File: src/hw/rapcore_consts.svh
`ifndef RAPCORE_CONSTS_SVH
`define RAPCORE_CONSTS_SVH

// Header byte codes, top byte of the first word of a message
`define CMD_COORDINATED_STEP 8'h01
`define CMD_MOTOR_ENABLE     8'h0A
`define CMD_MOTORCONFIG      8'h10
`define CMD_CLK_DIVISOR      8'h20
`define CMD_API_VERSION      8'hFE

// Move buffer depth as log2, 4 entries
`define MOVE_BUFFER_BITS 2

// API version 0.1.0
`define VERSION_MAJOR 8'd0
`define VERSION_MINOR 8'd1
`define VERSION_PATCH 8'd0

`endif
File: src/hw/rapcore_pkg.sv
`default_nettype none

package rapcore_pkg;

  // One header byte
  typedef logic [7:0] cmd_t;

  // Header view of a word, command in the top byte
  typedef struct packed {
    cmd_t        cmd;
    logic [55:0] fields;
  } spi_hdr_t;

  // Same 64 bits read as payload or as header
  typedef union packed {
    logic [63:0] raw;
    spi_hdr_t    hdr;
  } spi_word_t;

endpackage

`default_nettype wire

File: src/hw/move_if.sv
`timescale 1ns/1ps
`default_nettype none

// One move, valid qualifies the other fields
interface move_if;
  logic               valid;
  logic        [63:0] duration;
  logic signed [63:0] increment;
  logic signed [63:0] accel;
  logic               dir;

  modport source (output valid, output duration, output increment, output accel,
                  output dir);
  modport sink (input valid, input duration, input increment, input accel,
                input dir);
endinterface

`default_nettype wire

File: src/hw/rapcore.sv
`timescale 1ns/1ps
`default_nettype none

module rapcore import rapcore_pkg::*; (
  input  logic       CLK,
  input  logic       resetn,
  input  logic       SCK,
  input  logic       CS,
  input  logic       COPI,
  input  logic       ENC_A,
  input  logic       ENC_B,
  input  logic       HALT,
  output logic       CIPO,
  output logic       STEP,
  output logic       DIR,
  output logic       ENABLE,
  output logic [2:0] MICROSTEPS,
  output logic [7:0] CURRENT,
  output logic       BUFFER_DTR,
  output logic       MOVE_DONE,
  output logic       ENC_FAULT
);

  spi_word_t          rx_word;
  spi_word_t          tx_word;
  logic               word_received;
  logic        [7:0]  clock_divisor;
  logic signed [63:0] encoder_count;

  // Decoder to buffer, buffer head to DDA
  move_if move_wr ();
  move_if move_rd ();

  spi_word u_spi (.CLK(CLK), .resetn(resetn), .SCK(SCK), .CS(CS), .COPI(COPI),
    .CIPO(CIPO), .tx_word(tx_word), .rx_word(rx_word), .word_received(word_received));

  command_decoder u_dec (.CLK(CLK), .resetn(resetn), .word_received(word_received),
    .rx_word(rx_word), .tx_word(tx_word), .encoder_count(encoder_count),
    .enable(ENABLE), .clock_divisor(clock_divisor), .microsteps(MICROSTEPS),
    .current(CURRENT), .move(move_wr));

  move_buffer u_buf (.CLK(CLK), .resetn(resetn), .wr(move_wr), .rd(move_rd),
    .move_done(MOVE_DONE), .buffer_dtr(BUFFER_DTR));

  dda_timer u_dda (.CLK(CLK), .resetn(resetn), .clock_divisor(clock_divisor),
    .halt(HALT), .move(move_rd), .step(STEP), .dir(DIR), .move_done(MOVE_DONE));

  quad_enc u_enc (.CLK(CLK), .resetn(resetn), .a(ENC_A), .b(ENC_B),
    .count(encoder_count), .fault(ENC_FAULT));

endmodule

`default_nettype wire

File: src/hw/quad_enc.sv
`timescale 1ns/1ps
`default_nettype none

module quad_enc (
  input  logic               CLK,
  input  logic               resetn,
  input  logic               a,
  input  logic               b,
  output logic signed [63:0] count,
  output logic               fault
);

  // Bits 1:0 synchronize, bit 2 is previous state
  logic [2:0] a_q;
  logic [2:0] b_q;
  logic       a_chg;
  logic       b_chg;
  logic       up;

  assign a_chg = a_q[1] ^ a_q[2];
  assign b_chg = b_q[1] ^ b_q[2];
  // A leading B counts up
  assign up    = a_q[1] ^ b_q[2];

  always_ff @(posedge CLK) begin
    if (!resetn) begin
      a_q   <= '0;
      b_q   <= '0;
      count <= '0;
      fault <= 1'b0;
    end else begin
      a_q <= {a_q[1:0], a};
      b_q <= {b_q[1:0], b};
      // Both phases moving is an illegal Gray step, sticky
      if (a_chg && b_chg) begin
        fault <= 1'b1;
      end else if (a_chg || b_chg) begin
        count <= up ? count + 64'sd1 : count - 64'sd1;
      end
    end
  end

endmodule

`default_nettype wire

File: src/hw/dda_timer.sv
`timescale 1ns/1ps
`default_nettype none

module dda_timer (
  input  logic       CLK,
  input  logic       resetn,
  input  logic [7:0] clock_divisor,
  input  logic       halt,
  move_if.sink       move,
  output logic       step,
  output logic       dir,
  output logic       move_done
);

  logic        [7:0]  div_cnt;
  logic        [63:0] tick_cnt;
  logic signed [63:0] acc;
  logic signed [63:0] inc_run;
  logic signed [63:0] acc_next;
  logic               active;
  logic               tick;

  // Divider wraps after clock_divisor cycles
  assign tick     = ({1'b0, div_cnt} + 9'd1) >= {1'b0, clock_divisor};
  assign acc_next = acc + inc_run;

  always_ff @(posedge CLK) begin
    if (!resetn) begin
      active    <= 1'b0;
      div_cnt   <= '0;
      tick_cnt  <= '0;
      acc       <= '0;
      inc_run   <= '0;
      step      <= 1'b0;
      dir       <= 1'b0;
      move_done <= 1'b0;
    end else begin
      step      <= 1'b0;
      move_done <= 1'b0;
      if (move.valid) dir <= move.dir;
      if (!active) begin
        // Old head still visible while move_done pops it
        if (move.valid && !move_done) begin
          active   <= 1'b1;
          div_cnt  <= '0;
          tick_cnt <= '0;
          acc      <= '0;
          inc_run  <= move.increment;
        end
      end else if (!halt) begin
        if (tick) begin
          div_cnt  <= '0;
          acc      <= acc_next;
          inc_run  <= inc_run + move.accel;
          tick_cnt <= tick_cnt + 64'd1;
          // Step on a carry or borrow into the integer half
          step     <= acc_next[63:32] != acc[63:32];
          if (tick_cnt + 64'd1 >= move.duration) begin
            move_done <= 1'b1;
            active    <= 1'b0;
            acc       <= '0;
          end
        end else begin
          div_cnt <= div_cnt + 8'd1;
        end
      end
    end
  end

endmodule

`default_nettype wire

File: src/hw/move_buffer.sv
`timescale 1ns/1ps
`default_nettype none
`include "rapcore_consts.svh"

module move_buffer (
  input  logic   CLK,
  input  logic   resetn,
  move_if.sink   wr,
  move_if.source rd,
  input  logic   move_done,
  output logic   buffer_dtr
);

  localparam logic [`MOVE_BUFFER_BITS:0] DEPTH = 1 << `MOVE_BUFFER_BITS;

  logic        [63:0]                 dur_mem [DEPTH];
  logic signed [63:0]                 inc_mem [DEPTH];
  logic signed [63:0]                 acc_mem [DEPTH];
  logic                               dir_mem [DEPTH];
  logic        [`MOVE_BUFFER_BITS-1:0] wr_ptr;
  logic        [`MOVE_BUFFER_BITS-1:0] rd_ptr;
  logic        [`MOVE_BUFFER_BITS:0]   fill;
  logic                               push;
  logic                               pop;

  // Full buffer drops the write
  assign push       = wr.valid && (fill != DEPTH);
  assign pop        = move_done && (fill != '0);
  assign buffer_dtr = fill < DEPTH;

  // Head entry straight from storage
  assign rd.valid     = fill != '0;
  assign rd.duration  = dur_mem[rd_ptr];
  assign rd.increment = inc_mem[rd_ptr];
  assign rd.accel     = acc_mem[rd_ptr];
  assign rd.dir       = dir_mem[rd_ptr];

  always_ff @(posedge CLK) begin
    if (!resetn) begin
      wr_ptr <= '0;
      rd_ptr <= '0;
      fill   <= '0;
    end else begin
      if (push) wr_ptr <= wr_ptr + 1'b1;
      if (pop) rd_ptr <= rd_ptr + 1'b1;
      // Simultaneous push and pop keeps fill
      if (push && !pop) fill <= fill + 1'b1;
      else if (pop && !push) fill <= fill - 1'b1;
    end
  end

  always_ff @(posedge CLK) begin
    if (push) begin
      dur_mem[wr_ptr] <= wr.duration;
      inc_mem[wr_ptr] <= wr.increment;
      acc_mem[wr_ptr] <= wr.accel;
      dir_mem[wr_ptr] <= wr.dir;
    end
  end

  // DDA only finishes moves it got from here
  a_no_done_when_empty: assert property (@(posedge CLK) disable iff (!resetn)
    move_done |-> fill != '0);

endmodule

`default_nettype wire

File: src/hw/command_decoder.sv
`timescale 1ns/1ps
`default_nettype none
`include "rapcore_consts.svh"

module command_decoder import rapcore_pkg::*; (
  input  logic               CLK,
  input  logic               resetn,
  input  logic               word_received,
  input  spi_word_t          rx_word,
  output spi_word_t          tx_word,
  input  logic signed [63:0] encoder_count,
  output logic               enable,
  output logic        [7:0]  clock_divisor,
  output logic        [2:0]  microsteps,
  output logic        [7:0]  current,
  move_if.source             move
);

  // Saved header of a multi word message
  cmd_t               header;
  // 0 means next word is a header
  logic        [2:0]  word_idx;
  logic signed [63:0] encoder_snap;

  always_ff @(posedge CLK) begin
    if (!resetn) begin
      header        <= '0;
      word_idx      <= '0;
      tx_word.raw   <= '0;
      enable        <= 1'b0;
      clock_divisor <= 8'd40;
      microsteps    <= 3'd2;
      current       <= 8'd140;
      move.valid    <= 1'b0;
    end else begin
      move.valid <= 1'b0;
      if (word_received) begin
        // Reply defaults to zero
        tx_word.raw <= '0;
        if (word_idx == 3'd0) begin
          header <= rx_word.hdr.cmd;
          case (rx_word.hdr.cmd)
            `CMD_COORDINATED_STEP: word_idx <= 3'd1;
            `CMD_MOTOR_ENABLE: enable <= rx_word.hdr.fields[0];
            `CMD_CLK_DIVISOR: clock_divisor <= rx_word.hdr.fields[7:0];
            `CMD_MOTORCONFIG: begin
              current    <= rx_word.hdr.fields[15:8];
              microsteps <= rx_word.hdr.fields[2:0];
            end
            // Answer goes out during the next word
            `CMD_API_VERSION: tx_word.raw <= {40'd0, `VERSION_MAJOR, `VERSION_MINOR,
                                              `VERSION_PATCH};
            default: ;
          endcase
        end else if (header == `CMD_COORDINATED_STEP) begin
          case (word_idx)
            // Duration word, snapshot returns with increment word
            3'd1: tx_word.raw <= encoder_snap;
            // Accel word closes the message
            3'd3: move.valid <= 1'b1;
            default: ;
          endcase
          word_idx <= (word_idx == 3'd3) ? 3'd0 : word_idx + 3'd1;
        end else begin
          word_idx <= 3'd0;
        end
      end
    end
  end

  // Move fields and encoder snapshot
  always_ff @(posedge CLK) begin
    if (word_received) begin
      case (word_idx)
        3'd0: begin
          if (rx_word.hdr.cmd == `CMD_COORDINATED_STEP) begin
            move.dir     <= rx_word.raw[0];
            encoder_snap <= encoder_count;
          end
        end
        3'd1: move.duration <= rx_word.raw;
        3'd2: move.increment <= rx_word.raw;
        3'd3: move.accel <= rx_word.raw;
        default: ;
      endcase
    end
  end

  a_word_idx_range: assert property (@(posedge CLK) disable iff (!resetn)
    word_idx <= 3'd3);

endmodule

`default_nettype wire

File: src/hw/spi_word.sv
`timescale 1ns/1ps
`default_nettype none

module spi_word import rapcore_pkg::*; (
  input  logic      CLK,
  input  logic      resetn,
  input  logic      SCK,
  input  logic      CS,
  input  logic      COPI,
  output logic      CIPO,
  input  spi_word_t tx_word,
  output spi_word_t rx_word,
  output logic      word_received
);

  // Two sync flops plus a third SCK flop for edge detect
  logic [2:0]  sck_q;
  logic [1:0]  cs_q;
  logic [1:0]  copi_q;
  logic [5:0]  bit_cnt;
  logic [63:0] rx_shift;
  logic [63:0] tx_shift;
  logic        sck_rise;
  logic        sck_fall;

  assign sck_rise = sck_q[1] & ~sck_q[2];
  assign sck_fall = ~sck_q[1] & sck_q[2];
  // MSB first
  assign CIPO = tx_shift[63];

  always_ff @(posedge CLK) begin
    if (!resetn) begin
      sck_q  <= '0;
      cs_q   <= 2'b11;
      copi_q <= '0;
    end else begin
      sck_q  <= {sck_q[1:0], SCK};
      cs_q   <= {cs_q[0], CS};
      copi_q <= {copi_q[0], COPI};
    end
  end

  always_ff @(posedge CLK) begin
    if (!resetn) begin
      bit_cnt       <= '0;
      tx_shift      <= '0;
      word_received <= 1'b0;
    end else begin
      word_received <= 1'b0;
      if (cs_q[1]) begin
        // Preload reply for the first bit while deselected
        bit_cnt  <= '0;
        tx_shift <= tx_word.raw;
      end else if (sck_rise) begin
        // Counter wraps to 0 after 64th bit
        bit_cnt <= bit_cnt + 6'd1;
        if (bit_cnt == 6'd63) begin
          word_received <= 1'b1;
        end
      end else if (sck_fall) begin
        // Reload at a word boundary with CS held low
        if (bit_cnt == 6'd0) begin
          tx_shift <= tx_word.raw;
        end else begin
          tx_shift <= {tx_shift[62:0], 1'b0};
        end
      end
    end
  end

  // Receive shifter and word capture
  always_ff @(posedge CLK) begin
    if (!cs_q[1] && sck_rise) begin
      rx_shift <= {rx_shift[62:0], copi_q[1]};
      if (bit_cnt == 6'd63) begin
        rx_word.raw <= {rx_shift[62:0], copi_q[1]};
      end
    end
  end

  // Word must complete before host deselects
  a_no_word_while_cs_high: assert property (@(posedge CLK) disable iff (!resetn)
    word_received |-> !cs_q[1]);

endmodule

`default_nettype wire

File: config.mk
export PLATFORM = sky130hd
export DESIGN_NAME = rapcore
export DESIGN_NICKNAME = d
export VERILOG_FILES = /design/src/hw/rapcore_pkg.sv /design/src/hw/move_if.sv /design/src/hw/rapcore.sv /design/src/hw/quad_enc.sv /design/src/hw/dda_timer.sv /design/src/hw/move_buffer.sv /design/src/hw/command_decoder.sv /design/src/hw/spi_word.sv
export VERILOG_INCLUDE_DIRS = /design/src /design/src/hw
export SDC_FILE = /design/constraint.sdc
export NUM_CORES = 2
export LEC_CHECK = 0
export BUFFER_PORTS_ARGS = -buffer_cell sky130_fd_sc_hd__buf_2
export CAP_MARGIN = 10
export CORE_MARGIN = 2
export CORE_UTILIZATION = 50
export CTS_BUF_LIST = sky130_fd_sc_hd__clkbuf_4
export DETAILED_ROUTE_END_ITERATION = 6
export MAX_ROUTING_LAYER = met4
export PLACE_DENSITY = 0.64
export SYNTH_ARGS = -nofsm -noshare
export SYNTH_HDL_FRONTEND = slang
export SYNTH_SLANG_ARGS = --single-unit
export TNS_END_PERCENT = 20
File: constraint.sdc
create_clock -name CLK -period 15.55 [get_ports CLK]
set_input_delay 3.11 -clock CLK [delete_from_list [all_inputs] [get_ports CLK]]
set_output_delay 3.11 -clock CLK [all_outputs]
set_load 0.005 [all_outputs]
==> Yosys cells after proc, flatten, opt, wreduce, memory -nomap -nowiden <==
Memory sizes are Yosys's and may differ from the RTL's. A register that Yosys moved wholly into a read port is not among the register bits.
Index checks and enable logic that the tools add are counted.
{ "totals": {"register_bits": 839, "ramBits": 772, "input_bits": 8, "output_inout_bits": 18, "elab_cells": 169, "n_memories": 4} }
{ "memory_table": {"columns": ["name", "depth", "width", "read_ports", "rd_clocked_by_memory_dff", "wr", "line_no", "text"], "rows": [
  ["u_buf.acc_mem", 4, 64, 1, 1, 1, "move_buffer.sv:18", "logic signed [63:0] acc_mem [DEPTH];"],
  ["u_buf.dur_mem", 4, 64, 1, 1, 1, "move_buffer.sv:16", "logic [63:0] dur_mem [DEPTH];"],
  ["u_buf.inc_mem", 4, 64, 1, 1, 1, "move_buffer.sv:17", "logic signed [63:0] inc_mem [DEPTH];"],
  ["u_buf.dir_mem", 4, 1, 1, 1, 1, "move_buffer.sv:19", "logic dir_mem [DEPTH];"]
]} }
{ "classes": {"n_addsub": 13, "magnitude_cmp": 3, "eq_ne": 16, "muxes": 47, "bitwise_logic": 14, "reduce_logical": 37} }
{ "op_table": {"columns": ["operator", "n"], "rows": [
  ["$mux W64", 20],
  ["$add A64 B64 Y64", 2],
  ["$add A64 B1 Y64 const B", 1],
  ["$add A64 B2 Y64 const B", 1],
  ["$ge A64 B64 Y1", 1],
  ["$sub A64 B2 Y64 const B", 1],
  ["$mux W8", 4],
  ["$ne A32 B32 Y1", 1],
  ["$mux W3", 6],
  ["$reduce_and A2 Y1", 9],
  ["$eq A8 B1 Y1 const B", 2],
  ["$reduce_and A3 Y1", 5],
  ["$mux W2", 6],
  ["$mux W1", 10],
  ["$add A8 B1 Y9 const B", 1],
  ["$ge A9 B8 Y1", 1],
  ["$mux W9", 1],
  ["$not A1 Y1", 9],
  ["$add A8 B1 Y8 const B", 1],
  ["$eq A8 B4 Y1 const B", 1],
  ["$eq A8 B5 Y1 const B", 1],
  ["$eq A8 B6 Y1 const B", 1],
  ["$eq A8 B8 Y1 const B", 1],
  ["$reduce_or A4 Y1", 2],
  ["other kinds (22)", 42]
]} }

==> Logic depth before layout (Yosys ltp) <==
{ "logic_depth": {"depth_word": 6, "depth_mapped": 25} }

==> Cells and area by module <==
Synthesis repeated with hierarchy kept, for this count alone.
{ "hier_totals": {"hier_cells": 5695, "hier_area_um2": 73752.0} }
{ "modules_own_cells": {"columns": ["mod", "n_inst", "cells_each", "area_per_inst_um2", "seq_area_each_um2"], "rows": [
  ["move_buffer", 1, 1056, 28553.6, 23362.4],
  ["dda_timer", 1, 2461, 18983.2, 4063.9],
  ["command_decoder", 1, 553, 11185.7, 9639.2],
  ["spi_word", 1, 701, 8647.0, 5375.2],
  ["quad_enc", 1, 924, 6382.4, 1421.4]
]} }

==> Worst setup path before layout <==
OpenSTA, ideal clock, no wires.
{ "synth_timing": {"path_type": "register -> register", "start": "reg u_spi.sck_q[1]", "end": "reg u_spi.rx_word[0] in the netlist's numbering (enable)", "setup_ps": 565, "arrival_ps": 5264, "required_ps": 14985, "slack_ps": 9721, "path_stages_with_launch": 5, "synth_period_minus_slack_ps": 5829, "cell_sequence": "dfxtp_1 > inv_1 > nor2_1 > nand4_1 > nor3_1"} }
{ "synth_between": {"elab_chain_len": 3} }
{ "synth_lines": {"columns": ["element", "line_no", "text"], "rows": [
  ["start, declared", "spi_word.sv:17", "logic [2:0] sck_q;"],
  ["start signal, assigned", "spi_word.sv:37", "sck_q <= {sck_q[1:0], SCK};"],
  ["$and A1 B1 Y1", "spi_word.sv:26", "assign sck_rise = sck_q[1] & ~sck_q[2];"],
  ["$logic_and A1 B1 Y1", "spi_word.sv:73", "if (!cs_q[1] && sck_rise) begin"],
  ["$reduce_and A2 Y1 (no source line)", null, null],
  ["end, declared", "spi_word.sv:12", "output spi_word_t rx_word,"]
]} }
Every way passes these cells.
A chain may end at the register's enable or synchronous reset.

==> reports/qor.yml <==
clock_tree:
  cts_made_buffers: 424
  cts_tree: "done"
  path_clk_slew_ns: 0.06
  clock_sinks: 1613
  clockRootBuffer: "clkbuf_4"
  clk_path_buf_depth: 4
  post-cts-setup-buffer-count: 0
  cts_hold_buf: 0
  cts_resized: 0
  worstSkewPairLatency_ns: 1.33
  cts.htree.levels: 5
timing:
  rsz0062_at_grt: "no"
  max_clock_freq_ghz: 0.144
  finalCritPeriodShare_pct: 44.6
  finalSetupViolations: 0
  slew_headroom_pct: 21.6
  final_hold_viol_count: 0
  maxSlewViolCount: 0
  period_minus_slack_ns: 6.94
  tightest_slew_ns: 1.17
  setup_tns_ns: 0
  fin_worst_skew_ns: 0.0890
  holdWs_ns: 0.410
placement:
  port_buffers: 25
  numPlacedInstances: 7277
  globalplace.congestion: 0.916
  dp_hpwl_mm: 110
  place_area_um2: 73900
floorplan:
  io_pins: 26
  start_util_pct: 50.2
  die_w_um: 383
  die_h_um: 383
  fp-row-count: 139
  fp.dieArea_um2: 147000
  core_um2: 143000
detailed_routing:
  vias_per_cell: 5.83
  drtIter0Drc: 3486
  drc: 0
  final_antenna_net_count: 0
  firstDrtPassIters: 6
  wl_per_cell_um: 21.4
  drt_wl_total_mm: 172
  vias: 46800
global_route:
  grt-ovfl-total: 0
  grt_max_degree: 184
  antenna_found_initial: 7
  grt_pass1_wl_mm: 268
  grt_use_total_pct: 24.2
  grt_pass1_vias: 47300
yosys:
  yosysWarnings: 0
  yosysUniqueCellTypes: 100
  yosys_register_bits: 1613
  synth.avg_cell_area_um2: 12.9
  ys_seq_area_share_pct: 61.0
  synth_fa_ha_area_share_pct: 4.88
  async_reset_ff_share_pct: 0
  yosys.area_share.simple_pct: 9.40
  synth_edf_count: 1156
  syn_inst: 5591
  synth_top_family_by_area: "compound AO/OA/AOI/OAI gates"
  synth_compound_area_share_pct: 11.1
  syn_area_um2: 71900
  syn-num-nets: 5877
  synth_xor_xnor_area_share_pct: 3.48
  synth_ff_type: "edfxtp_1"
  synthMuxAreaShare_pct: 7.84
final_layout:
  layout-drive-gt1-share_pct: 16.4
  area_growth_pct: 9.96
  fin_nets: 6086
  fin_area_um2: 79100
  instances_no_fill: 8030
worst_setup_path:
  crit_path_end_kind: "flip-flop"
  crit_path_frequent_cell: "buf_4"
  critPathMaxFanout: 34
  cp_top_family: "compound AO/OA/AOI/OAI gates"
  cp_cell_sequence: "buf_4 -> mux4_2 -> ha_1 -> nand2b_1 -> a21o_1 -> a21oi_1 -> o21ai_0 -> a31oi_1 -> o311ai_1 -> a311oi_1 -> a311oi_1 -> o21ai_4 -> buf_4 -> nand3_1 -> buf_4 -> a2bb2oi_1 -> nor2_1"
  critPathRequiredTime_ns: 16.66
  ff2ff_path_depth: 17
  start_kind: "flip-flop"
  worstPathArrival_ns: 8.05
  critPathBufInv: 3
  slowest_stage: "o311ai_1"
  critPathMaxStageDelay_ns: 0.96
  cp.depth: 17
  path_class: "reg2reg"
status:
  status: "complete, no violations"
min_path:
  hold_class: "reg2reg"
  whs_path_depth: 0
power_and_ir_drop:
  vdd_drop_max_v: 0.000154
  power_density_nw_per_um2: 121
  power.leakage_uw: 0.0278
job:
  cap_violations: 0
==> registers in the layout, summed over array words and instances, names as in the netlist, 63 cells and up, named ones only <==
name                  count
u_buf.acc_mem           256
u_buf.dur_mem           256
u_buf.inc_mem           256
u_dda.inc_run            64
u_dda.tick_cnt           64
u_dec.encoder_snap       64
u_dec.move.accel         64
u_dec.move.duration      64
u_dec.move.increment     64
u_dec.tx_word            64
u_enc.count              64
u_spi.rx_word            64
u_spi.tx_shift           64
u_dda.acc                63
u_spi.rx_shift           63
==> cell families after synthesis <==
family / Yosys count
AND/OR/NAND/NOR: 1444
XOR/XNOR: 278
buffers and inverters: 434
AO/OA/AOI/OAI: 1222
adder cells (fa/ha/maj): 278
flip-flops: 1613
multiplexers: 322
==> routing by layer <==
metal	share of wire, %	GRT usage [%]	vias to the layer above
met1	45	32.5	23300
li1	-	-	22000
met2	47	37.7	1337
met5	0	-	-
met3	5.8	4.31	254
met4	2.0	7.30	0
==> final cells by class <==
cell class,instances,area (µm²)
well taps,1903,2380
clock buffers,629,4720
fillers,12000,64000
multi-input cells,3544,26500
inverters,137,522
flip-flops and latches,1613,43900
diodes,6,15.0
repair buffers,80,578
clock inverters,118,474
==> per-stage QoR <==
step	power [µW]	worst slack, ns	util (%)
6_report	9560	8.61	55.3
5_1_grt	10100	8.26	55.2
4_1_cts	9670	8.56	55.2
3_5_place_dp	6120	8.59	51.6
3_3_place_gp	6110	8.62	51.6
2_1_floorplan	5840	9.72	-
==> Yosys cell counts, drive strengths merged (10+ instances only) <==
cell type  instances  area, µm²
and2              40        251
xnor2            172       1510
edfxtp          1156      34700
a31oi             34        213
or3               24        150
clkbuf           235        883
nand2            392       1470
nand4            127        795
o21ai            218       1110
nor3              87        445
a21oi            380       1930
or4               10       75.1
inv              137        514
a22oi             92        691
a221oi            15        156
a211oi           107        821
nand3             89        445
a21boi            11       82.6
mux4             193       4350
and4              15        131
a311oi            23        201
nor2b             31        194
nand3b            17        128
a2bb2oi           33        295
buf               62        256
xor2             101        885
o31ai             11       82.6
and3              41        257
o21a              20        150
or2               10       62.6
nand2b            30        188
ha               274       3430
mux2i            128       1280
o21bai            39        293
a21o             126        946
nor4              27        196
o211ai            23        178
nor2             488       1830
dfxtp            457       9150
==> path summary, 6_finish.rpt <==
path	slack (ns)	startpoint	to
worst max-delay path	8.61	flip-flop	u_dda.acc[2]
worst min register to register	0.41	u_spi.rx_shift[62]	u_spi.rx_word[63]
worst max register to register	8.61	flip-flop	u_dda.acc[2]
worst min-delay path	0.41	u_spi.rx_shift[62]	u_spi.rx_word[63]
==> power by group <==
part	internal [µW]	total [µW]	switching, µW	leakage, µW
logic	571	1330	756	0.0110
registers	4640	4710	68.6	0.0137
clock network	1840	3520	1680	0.00314
==> placed cells by master (no fill, tap or decap), drive strengths merged, types with 24 or more instances in the layout <==
cell / Yosys / routed
a22oi: 92 / 92
clkinv: 0 / 110
o21bai: 39 / 39
ha: 274 / 274
inv: 137 / 143
a21oi: 380 / 380
nand2b: 30 / 30
nand3: 89 / 89
and3: 41 / 41
nor4: 27 / 27
nand2: 392 / 392
nor2b: 31 / 31
a21o: 126 / 126
mux4: 193 / 193
dfxtp: 457 / 457
buf: 62 / 80
a211oi: 107 / 107
or3: 24 / 24
mux2i: 128 / 128
and2: 40 / 40
clkbuf: 235 / 629
edfxtp: 1156 / 1156
nor3: 87 / 87
xor2: 101 / 101
o21ai: 218 / 218
xnor2: 172 / 172
a31oi: 34 / 34
nor2: 488 / 488
nand4: 127 / 127
a2bb2oi: 33 / 33
No activity file was read; power rests on OpenSTA's default activity.
